`src/verilog/tm1638_settings.svh`:
```
// TM1638 display driver constants for bit timing and frame size
`ifndef TM1638_SETTINGS_SVH
`define TM1638_SETTINGS_SVH

// clock cycles per half period of the TM1638 clock
`define TM1638_HALF_BIT 4

// digits and LEDs interleaved, digit at even address
`define TM1638_DISPLAY_BYTES 16

// address command followed by all display bytes
`define TM1638_BATCH_BYTES 17

`endif

```
`src/verilog/tm1638_pkg.sv`:
```
// TM1638 display driver shared types for transfers, host writes and command bytes
`include "tm1638_settings.svh"

package tm1638_pkg;

	// one transfer handed to the serial engine
	// payload byte BATCH-1 goes out first, count 1 is a lone command
	typedef struct packed {
		logic [4:0]                               count;   // bytes to send
		logic [`TM1638_BATCH_BYTES-1:0][7:0]      payload; // first byte on top
	} tm1638_xfer_t;

	// one host write into the display memory
	typedef struct packed {
		logic [3:0] addr; // even = digit, odd = LED
		logic [7:0] data; // segment or LED byte
	} disp_write_t;

	// command bytes used by the refresh engine
	typedef enum logic [7:0] {
		CMD_AUTO_INC = 8'h40, // data command, auto increment
		CMD_ADDR0    = 8'hC0, // address command, start at 0
		CMD_ACTIVATE = 8'h88  // display on, lowest brightness
	} cmd_e;

endpackage

```
`src/verilog/display_ram.sv`:
```
// display memory: sixteen bytes written by the host, read with one cycle latency
`timescale 1ns/1ps
`include "tm1638_settings.svh"

module display_ram (
	input  logic                    i_clk,
	input  logic                    i_reset,
	input  logic                    i_wr_valid,
	input  tm1638_pkg::disp_write_t i_wr,
	input  logic [3:0]              i_rd_addr,
	output logic [7:0]              o_rd_data
);

	logic [7:0] mem [`TM1638_DISPLAY_BYTES]; // digit/LED image

	// host side, a write is taken on every valid edge
	always_ff @(posedge i_clk) begin
		if (i_reset) begin
			for (int i = 0; i < `TM1638_DISPLAY_BYTES; i++) begin
				mem[i] <= 8'h00; // blank display after reset
			end
		end else if (i_wr_valid) begin
			mem[i_wr.addr] <= i_wr.data;
		end
	end

	// registered read, a same-cycle write shows up one read later
	always_ff @(posedge i_clk) begin
		o_rd_data <= mem[i_rd_addr];
	end

endmodule

```
`src/verilog/tm1638_serial.sv`:
```
// TM1638 serial engine framing a command or byte batch under strobe on the clock and data pins
`timescale 1ns/1ps
`include "tm1638_settings.svh"

module tm1638_serial (
	input  logic                     i_clk,
	input  logic                     i_reset,
	input  logic                     i_xfer_valid,
	input  tm1638_pkg::tm1638_xfer_t i_xfer,
	output logic                     o_xfer_ready,
	output logic                     o_tm1638_stb,
	output logic                     o_tm1638_clk,
	output logic                     o_tm1638_dio
);

	localparam int HALF_BIT = `TM1638_HALF_BIT;
	localparam int TOP      = `TM1638_BATCH_BYTES - 1;
	localparam int DIV_W    = (HALF_BIT > 1) ? $clog2(HALF_BIT) : 1;

	typedef enum logic [2:0] {
		ST_IDLE, // strobe high and ready
		ST_LEAD, // strobe low with clk still high
		ST_LOW,  // clk low while data sets up
		ST_HIGH, // clk high with data held
		ST_STOP, // last bit done with clk high
		ST_GAP   // strobe high before next transfer
	} state_e;

	state_e           state;
	logic [DIV_W-1:0] div_cnt;    // half-bit divider
	logic             half_done;
	logic [2:0]       bit_cnt;    // bit within current byte
	logic [2:0]       next_bit;
	logic [4:0]       bytes_left; // including current byte
	logic [TOP:0][7:0] shift_q;   // current byte on top
	logic             accept;

	assign o_xfer_ready = (state == ST_IDLE) && !i_reset; // low in the reset cycle
	assign accept       = i_xfer_valid && o_xfer_ready;
	assign half_done    = (div_cnt == DIV_W'(HALF_BIT - 1));
	assign next_bit     = bit_cnt + 3'd1;

	always_ff @(posedge i_clk) begin
		if (i_reset) begin
			state        <= ST_IDLE;
			div_cnt      <= '0;
			bit_cnt      <= '0;
			bytes_left   <= '0;
			o_tm1638_stb <= 1'b1;
			o_tm1638_clk <= 1'b1;
			o_tm1638_dio <= 1'b1;
		end else begin
			if (state == ST_IDLE || half_done) begin
				div_cnt <= '0; // every phase starts from zero
			end else begin
				div_cnt <= div_cnt + 1'b1;
			end

			case (state)
			ST_IDLE: begin
				if (accept) begin
					shift_q      <= i_xfer.payload;
					bytes_left   <= i_xfer.count;
					bit_cnt      <= '0;
					o_tm1638_stb <= 1'b0; // low one cycle after acceptance
					state        <= ST_LEAD;
				end
			end

			ST_LEAD: begin
				if (half_done) begin
					o_tm1638_clk <= 1'b0;
					o_tm1638_dio <= shift_q[TOP][0]; // lsb first
					state        <= ST_LOW;
				end
			end

			ST_LOW: begin
				if (half_done) begin
					o_tm1638_clk <= 1'b1; // board samples on this rise
					state        <= ST_HIGH;
				end
			end

			ST_HIGH: begin
				if (half_done) begin
					if (bit_cnt != 3'd7) begin
						bit_cnt      <= next_bit;
						o_tm1638_clk <= 1'b0;
						o_tm1638_dio <= shift_q[TOP][next_bit];
						state        <= ST_LOW;
					end else if (bytes_left > 5'd1) begin
						// move on to the next byte of the batch
						shift_q      <= {shift_q[TOP-1:0], 8'h00};
						bytes_left   <= bytes_left - 5'd1;
						bit_cnt      <= '0;
						o_tm1638_clk <= 1'b0;
						o_tm1638_dio <= shift_q[TOP-1][0];
						state        <= ST_LOW;
					end else begin
						state <= ST_STOP; // clk stays high
					end
				end
			end

			ST_STOP: begin
				if (half_done) begin
					o_tm1638_stb <= 1'b1;
					o_tm1638_dio <= 1'b1; // idle level
					state        <= ST_GAP;
				end
			end

			ST_GAP: begin
				if (half_done) begin
					state <= ST_IDLE;
				end
			end

			default: begin
				state <= ST_IDLE;
			end
			endcase
		end
	end

endmodule

```
`src/verilog/tm1638_refresh.sv`:
```
// TM1638 refresh engine: power-on command sequence, then endless frame batches from memory
`timescale 1ns/1ps
`include "tm1638_settings.svh"

module tm1638_refresh (
	input  logic                     i_clk,
	input  logic                     i_reset,
	input  logic                     i_en,
	output logic [3:0]               o_rd_addr,
	input  logic [7:0]               i_rd_data,
	output logic                     o_xfer_valid,
	output tm1638_pkg::tm1638_xfer_t o_xfer,
	input  logic                     i_xfer_ready,
	output logic                     o_idle_frame
);

	localparam int         BATCH     = `TM1638_BATCH_BYTES;
	localparam logic [3:0] LAST_ADDR = 4'(`TM1638_DISPLAY_BYTES - 1);

	typedef enum logic [2:0] {
		S_INIT_AUTO,  // data command
		S_INIT_CLEAR, // blank image
		S_INIT_ACT,   // display on
		S_IDLE,
		S_FETCH,
		S_WAIT_MEM,
		S_FILL,
		S_SEND
	} state_e;

	state_e     state;
	logic       xfer_take; // serial engine takes the transfer this edge
	logic       offer;     // allowed to raise valid now
	logic [4:0] fill_pos;  // payload slot of the fetched byte

	assign xfer_take    = o_xfer_valid && i_xfer_ready;
	assign offer        = i_en && !o_xfer_valid;
	assign o_idle_frame = (state == S_IDLE);
	assign fill_pos     = 5'(BATCH - 2) - {1'b0, o_rd_addr}; // address + 1 behind C0

	// command byte on top, remaining payload blank
	function automatic tm1638_pkg::tm1638_xfer_t batch_head(
		input tm1638_pkg::cmd_e cmd,
		input logic [4:0]       count
	);
		tm1638_pkg::tm1638_xfer_t x;
		x.count              = count;
		x.payload            = '0;
		x.payload[BATCH - 1] = cmd;
		return x;
	endfunction

	always_ff @(posedge i_clk) begin
		if (i_reset) begin
			state        <= S_INIT_AUTO;
			o_xfer_valid <= 1'b0;
			o_rd_addr    <= '0;
		end else begin
			if (xfer_take) begin
				o_xfer_valid <= 1'b0;
			end

			case (state)
			S_INIT_AUTO: begin
				if (xfer_take) begin
					state <= S_INIT_CLEAR;
				end else if (offer) begin
					o_xfer       <= batch_head(tm1638_pkg::CMD_AUTO_INC, 5'd1);
					o_xfer_valid <= 1'b1;
				end
			end

			S_INIT_CLEAR: begin
				if (xfer_take) begin
					state <= S_INIT_ACT;
				end else if (offer) begin
					o_xfer       <= batch_head(tm1638_pkg::CMD_ADDR0, 5'(BATCH));
					o_xfer_valid <= 1'b1;
				end
			end

			S_INIT_ACT: begin
				if (xfer_take) begin
					state <= S_IDLE;
				end else if (offer) begin
					o_xfer       <= batch_head(tm1638_pkg::CMD_ACTIVATE, 5'd1);
					o_xfer_valid <= 1'b1;
				end
			end

			S_IDLE: begin
				// wait for strobe high so writes of the last batch are all in
				if (i_en && i_xfer_ready) begin
					o_rd_addr <= '0;
					o_xfer    <= batch_head(tm1638_pkg::CMD_ADDR0, 5'(BATCH));
					state     <= S_FETCH;
				end
			end

			S_FETCH: begin
				state <= S_WAIT_MEM; // address on the RAM port
			end

			S_WAIT_MEM: begin
				state <= S_FILL; // RAM read register loads
			end

			S_FILL: begin
				o_xfer.payload[fill_pos] <= i_rd_data;
				if (o_rd_addr == LAST_ADDR) begin
					state <= S_SEND;
				end else begin
					o_rd_addr <= o_rd_addr + 4'd1;
					state     <= S_FETCH;
				end
			end

			S_SEND: begin
				if (xfer_take) begin
					state <= S_IDLE;
				end else if (offer) begin
					o_xfer_valid <= 1'b1; // batch held until taken
				end
			end

			default: begin
				state <= S_INIT_AUTO;
			end
			endcase
		end
	end

endmodule

```
`src/verilog/tm1638_display.sv`:
```
// TM1638 LED&KEY display top: host-written memory refreshed onto the board pins
`timescale 1ns/1ps

module tm1638_display (
	input  logic                    i_clk,
	input  logic                    i_reset,
	input  logic                    i_en,
	input  logic                    i_wr_valid,
	input  tm1638_pkg::disp_write_t i_wr,
	output logic                    o_tm1638_stb,
	output logic                    o_tm1638_clk,
	output logic                    o_tm1638_dio,
	output logic                    o_idle
);

	logic [3:0]               rd_addr;
	logic [7:0]               rd_data;
	logic                     xfer_valid;
	logic                     xfer_ready;
	logic                     idle_frame;
	tm1638_pkg::tm1638_xfer_t xfer;

	// between frames and nothing on the wire
	assign o_idle = idle_frame && xfer_ready;

	display_ram u_ram (
		.i_clk      (i_clk),
		.i_reset    (i_reset),
		.i_wr_valid (i_wr_valid),
		.i_wr       (i_wr),
		.i_rd_addr  (rd_addr),
		.o_rd_data  (rd_data)
	);

	tm1638_refresh u_refresh (
		.i_clk        (i_clk),
		.i_reset      (i_reset),
		.i_en         (i_en),
		.o_rd_addr    (rd_addr),
		.i_rd_data    (rd_data),
		.o_xfer_valid (xfer_valid),
		.o_xfer       (xfer),
		.i_xfer_ready (xfer_ready),
		.o_idle_frame (idle_frame)
	);

	tm1638_serial u_serial (
		.i_clk        (i_clk),
		.i_reset      (i_reset),
		.i_xfer_valid (xfer_valid),
		.i_xfer       (xfer),
		.o_xfer_ready (xfer_ready),
		.o_tm1638_stb (o_tm1638_stb),
		.o_tm1638_clk (o_tm1638_clk),
		.o_tm1638_dio (o_tm1638_dio)
	);

endmodule

```
`config.mk`:
```
export PLATFORM = sky130hd
export DESIGN_NAME = tm1638_display
export DESIGN_NICKNAME = d
export VERILOG_FILES = /design/src/verilog/tm1638_pkg.sv /design/src/verilog/display_ram.sv /design/src/verilog/tm1638_serial.sv /design/src/verilog/tm1638_refresh.sv /design/src/verilog/tm1638_display.sv
export VERILOG_INCLUDE_DIRS = /design/src /design/src/verilog
export SDC_FILE = /design/constraint.sdc
export NUM_CORES = 1
export LEC_CHECK = 0
export BUFFER_PORTS_ARGS = -buffer_cell sky130_fd_sc_hd__buf_2
export CAP_MARGIN = 20
export CORE_ASPECT_RATIO = 2
export CORE_MARGIN = 1
export CORE_UTILIZATION = 35
export DETAILED_ROUTE_END_ITERATION = 10
export GPL_TIMING_DRIVEN = 1
export PLACE_DENSITY = 0.47
export RECOVER_POWER = 50
export SKIP_CTS_REPAIR_TIMING = 1
export SLEW_MARGIN = 15
export SYNTH_ARGS = -nofsm -noshare
export SYNTH_HDL_FRONTEND = slang
export SYNTH_SLANG_ARGS = --single-unit
```
`constraint.sdc`:
```
create_clock -name i_clk -period 24.4 [get_ports i_clk]
set_clock_uncertainty 0.2 [all_clocks]
set_input_delay 4.88 -clock i_clk [delete_from_list [all_inputs] [get_ports i_clk]]
set_output_delay 4.88 -clock i_clk [all_outputs]
set_load 0.05 [all_outputs]
```
# Word-level counts from Yosys, hierarchy flattened
# Memories as Yosys holds them, arrays and structs flattened. A register that Yosys moved wholly into a read port is not among the register bits.
# Index checks and enable logic that the tools add are counted.
# W data, S select, Z words.
# totals
ff_bits	301
ramBits	128
out_inout_bits	4
inputBits	16
mem_count	1
elab_cells	195
# memory_table
memory	depth	word_bits	read_ports	rd_clocked_by_memory_dff	wr	line	text
u_ram.mem	16	8	1	1	16	display_ram.sv:14	logic [7:0] mem [`TM1638_DISPLAY_BYTES];
# classes
n_mux	71
n_lt_le_gt_ge	4
bitwise	1
n_reduce_logical	33
eq_ne	35
n_addsub	5
# ops
cell	count
$mux W141	7
$pmux W136 S5	1
$mux W136	4
$pmux W136 S2	1
$bwmux W136	1
$mux W3	15
$demux W8 S5	1
$ne A2 B1 Y1 const B	13
$mux W1	21
$pmux W3 S7	1
$mux W5	4
$pmux W5 S4	1
$eq A3 B3 Y1 const B	6
$pmux W3 S6	1
$reduce_and A9 Y1	2
$mux W8	2
$reduce_and A5 Y1	3
$eq A3 B2 Y1 const B	4
$mux W4	3
$ne A2 B2 Y1 const B	6
$reduce_and A6 Y1	2
$pmux W5 S2	1
$pmux W4 S2	1
$reduce_and A4 Y1	2
other kinds (32)	46

# Logic depth before layout (Yosys ltp)
# depth
word_depth	7
depth_mapped	8

# Modules after synthesis
# A second synthesis with hierarchy kept.
# unflattened
cells_unflattened	1615
area_unflattened_um2	19678.9
# by_module_without_submodules
mod	n_inst	area_each_um2	cells_each
tm1638_refresh	1	6876.6	551
tm1638_serial	1	6774.0	680
display_ram	1	6022.0	383
tm1638_display	1	6.3	1

# Worst setup path before layout
# OpenSTA, ideal clock, no wires.
# synth_timing
kind	in2reg
start	input i_reset
end	register u_refresh.o_xfer[0] in the netlist's numbering (enable)
path_buffers	0
setup_ps	677
t_required_ps	23523
setup_slack_ps	11362
cell_stages	4
arrival_time_ps	12161
cell_sequence	nor4_4 > nand4_1 > a311o_1 > a21oi_1
# synth_between
elab_chain_len	5
# synth_rtl
item	line	text
start, declared	tm1638_display.sv:6	input logic i_reset,
$logic_not A1 Y1	tm1638_serial.sv:38	assign o_xfer_ready = (state == ST_IDLE) && !i_reset;
$logic_and A1 B1 Y1	tm1638_serial.sv:38	
$logic_and A1 B1 Y1 (on tied branches)	tm1638_refresh.sv:36, tm1638_refresh.sv:93	
$ne A2 B2 Y1 (no source line) / $ne A2 B1 Y1 (equally long branches)	n/a	
$reduce_and A9 Y1 (no source line) *	n/a	
end signal, assigned	tm1638_refresh.sv:68	o_xfer <= batch_head(tm1638_pkg::CMD_AUTO_INC, 5'd1);
end signal, assigned	tm1638_refresh.sv:77	o_xfer <= batch_head(tm1638_pkg::CMD_ADDR0, 5'(BATCH));
end signal, assigned	tm1638_refresh.sv:86	o_xfer <= batch_head(tm1638_pkg::CMD_ACTIVATE, 5'd1);
end, declared	tm1638_refresh.sv:12	output tm1638_pkg::tm1638_xfer_t o_xfer,
# Every way passes the cells marked *; elsewhere a longest branch is shown, timed or not.
# A chain may end at the register's enable or synchronous reset.

# Worst setup path after layout
# layout_timing
start	input i_reset
end	output o_idle
# layout_between
elab_chain_len	3
# layout_rtl
item	line	text
$logic_not A1 Y1	tm1638_serial.sv:38	
$logic_and A1 B1 Y1	tm1638_serial.sv:38	
$logic_and A1 B1 Y1	tm1638_display.sv:24	assign o_idle = idle_frame && xfer_ready;
end, declared	tm1638_display.sv:13	output logic o_idle
# No other way between the ends.

==> flow_metrics.tcl <==
set metrics [dict create \
    status "complete, but fails checks" \
    violations "capacitance limit, slew limit" \
    place_ws_ns 13.53 \
    setup_viol 0 \
    period_needed_ns 11.41 \
    detail-route-antenna-nets 0 \
    overflow 0 \
    post_dp_cell_area_um2 20300 \
    maxCapViolCount 3 \
    cts_sinks 433 \
    intPower_uw 1180 \
    ir_worst_vdd_v 0.0000645 \
    synthesis.area_um2 19700 \
    leakage_uw 0.00774 \
    coreArea_um2 55400 \
    min_period_over_period_pct 46.8 \
    grt_pass1_wl_um 74100 \
    clk_latency_ns 0.55 \
    io_pins 20 \
    dieArea_um2 57200 \
    seq_power_share_pct 57.6 \
    die_x_um 170 \
    worst_pin_slew_ns 4.12 \
    die_h_um 337 \
    cts_tree "done" \
    synth-seq-area-share_pct 64.5 \
    crit_arrival_ns 6.33 \
    synthCells 1707 \
    power.density_nw_per_um2 71.1 \
    fp-row-count 122 \
    rsz0062_at_grt "false" \
    routedWlPerCell_um 19.7 \
    cts_buffers 40 \
    power_uw 1520 \
    start_util_pct 35.5 \
    syn_avg_cell_area_um2 11.5 \
    gp_congestion 0.764 \
    vias_per_cell 5.00 \
    cts-root-buf "clkbuf_16" \
    worstPathRequired_ns 19.32 \
    fmax_mhz 87.6 \
    drc 0 \
    firstDrtPassIters 4 \
    synth_edf_count 401 \
    r2r_setup_slack_ns 17.81 \
    yosysWarningCount 0 \
    drt_iter0_drc 582 \
    hp-class "flip-flop to flip-flop" \
    seq_area_um2 12700 \
    fill_cells 5322 \
    post_route_cells_drive_above_1_share_pct 5.21 \
    vias 12175 \
    grt_start_max_net_pins 87 \
    antenna_cells 0 \
    critPathKind "primary input to output pin" \
    ys_ff_latch 433 \
    comb_power_share_pct 4.5 \
    clock_power_share_pct 37.9 \
    htreeDepth 2 \
    final-hold-violation-count 0 \
    cts_buffer_depth 3 \
    multi_input_area_um2 6420 \
    stdcell_area_um2 21400 \
    start_kind "primary input" \
    nNetsFinal 1692 \
    relSlewSlack_pct -175 \
    synthFlopType "edfxtp_1" \
    p_sw_share_pct 22.6 \
    grt_pass1_vias 12488 \
    slew_violations 171 \
    path_clk_slew_ns 0.06 \
    worstPathMaxFanout 30 \
    portBuffers 19 \
    fin_setup_tns_ns 0 \
    synth_cell_types 60 \
    hpwlAfterDp_um 31400 \
    grt.total_usage_pct 17.4 \
    synth_fp_nets 1732 \
    switching_power_uw 344 \
    layout_setup_ws_ns 12.99 \
    async_flop_share_pct 0 \
    area_growth_pct 8.81 \
    finalWirelength_um 48100 \
    grt_antenna_before_repair 1 \
    end_kind "output pin" \
]
per-layer routing:
| metal | global-route usage, % | wire [um] | vias to the layer above |
|---|---|---|---|
| met5 | 0 | 8 | - |
| met4 | 6.31 | 1420 | 2 |
| met3 | 1.98 | 1330 | 77 |
| met2 | 36.1 | 28800 | 203 |
| met1 | 16.9 | 16500 | 5985 |
| li1 | - | - | 5908 |
stage by stage:
| stage | util (%) | std cells | hold slack (ns) |
|---|---|---|---|
| after CTS | 38.7 | 2433 | 0.237 |
| after global routing | 38.6 | 2433 | 0.264 |
| final | 38.6 | 2433 | 0.240 |
| after floorplan | - | 1707 | 0.208 |
| after global placement | 36.7 | 2369 | 0.214 |
| after detailed placement | 36.7 | 2369 | 0.228 |
state kept, by name, indices dropped and copies added (netlist names), 2 cells and up:
signal,cells
u_serial.bit_cnt,3
u_ram.o_rd_data,8
u_refresh.o_rd_addr,4
u_serial.state,3
u_serial.bytes_left,5
u_ram.mem,128
u_refresh.state,3
u_refresh.o_xfer,137
u_serial.div_cnt,2
u_serial.shift_q,136
cell type report:
cell class | count | area share [%]
flip-flops and latches | 433 | 59.3
multi-input cells | 1144 | 30.0
clock buffers | 46 | 4.88
well taps | 744 | 4.35
repair buffers | 36 | 0.895
clock inverters | 18 | 0.357
inverters | 12 | 0.211
cell usage after synthesis, types with 5 or more instances:
cell type  count  area share [%]
mux2i_1       29             1.5
or2_1          5            0.16
clkbuf_1      94             1.8
edfxtp_1     401              61
o21ai_1       17            0.43
buf_1          7            0.13
nor3_1         9            0.23
dfxtp_1       32             3.3
ha_1           9            0.57
mux4_1        29             3.9
a21oi_1      121             3.1
and2_1       144             4.6
nor2_1        52            0.99
nand2_1      560              11
nand3_1       75             1.9
mux4_2        12             1.4
inv_1         10            0.19
buf_2         13            0.33
path summary, 6_finish.rpt:
path | from | endpoint | cells after the start
worst max register to register | u_serial.state[2] | u_serial.shift_q[13] | 5
worst max-delay path | i_reset | o_idle | 3
worst min register to register | u_serial.div_cnt[0] | u_serial.div_cnt[0] | 1
worst min-delay path | u_serial.div_cnt[0] | u_serial.div_cnt[0] | 1
worst max-delay path: stages:
cell	delay, ns
clkbuf_1	1.02
nor3_1	0.15
buf_2	0.28
cells in the final DEF, fill, tap and decap left out, drive strengths merged, types with 5 or more instances in the layout:
cell type / instances
mux2i: 29
mux4: 41
buf: 25
ha: 9
nand2: 560
nand3: 75
clkbuf: 57
inv: 12
dfxtp: 32
edfxtp: 401
nor2: 52
o21ai: 21
clkinv: 17
or2: 5
and2: 144
a21oi: 121
nor3: 13
kinds of logic after synthesis:
family,synth area share [%]
compound gates,5.28
fa+ha+maj,0.573
buf+inv,2.76
flops,64.5
mux,6.73
simple gates,20.2
power by group through the flow:
stage / clock [uW] / sequential, uW / combinational [uW]
2_1_floorplan: 0 / 886 / 50.5
3_3_place_gp: 0 / 892 / 69.7
3_5_place_dp: 0 / 893 / 71.2
4_1_cts: 595 / 877 / 71.4
5_1_grt: 617 / 881 / 75.9
6_report: 577 / 876 / 68.0
Note: power is estimated with default switching activity, not from simulation.
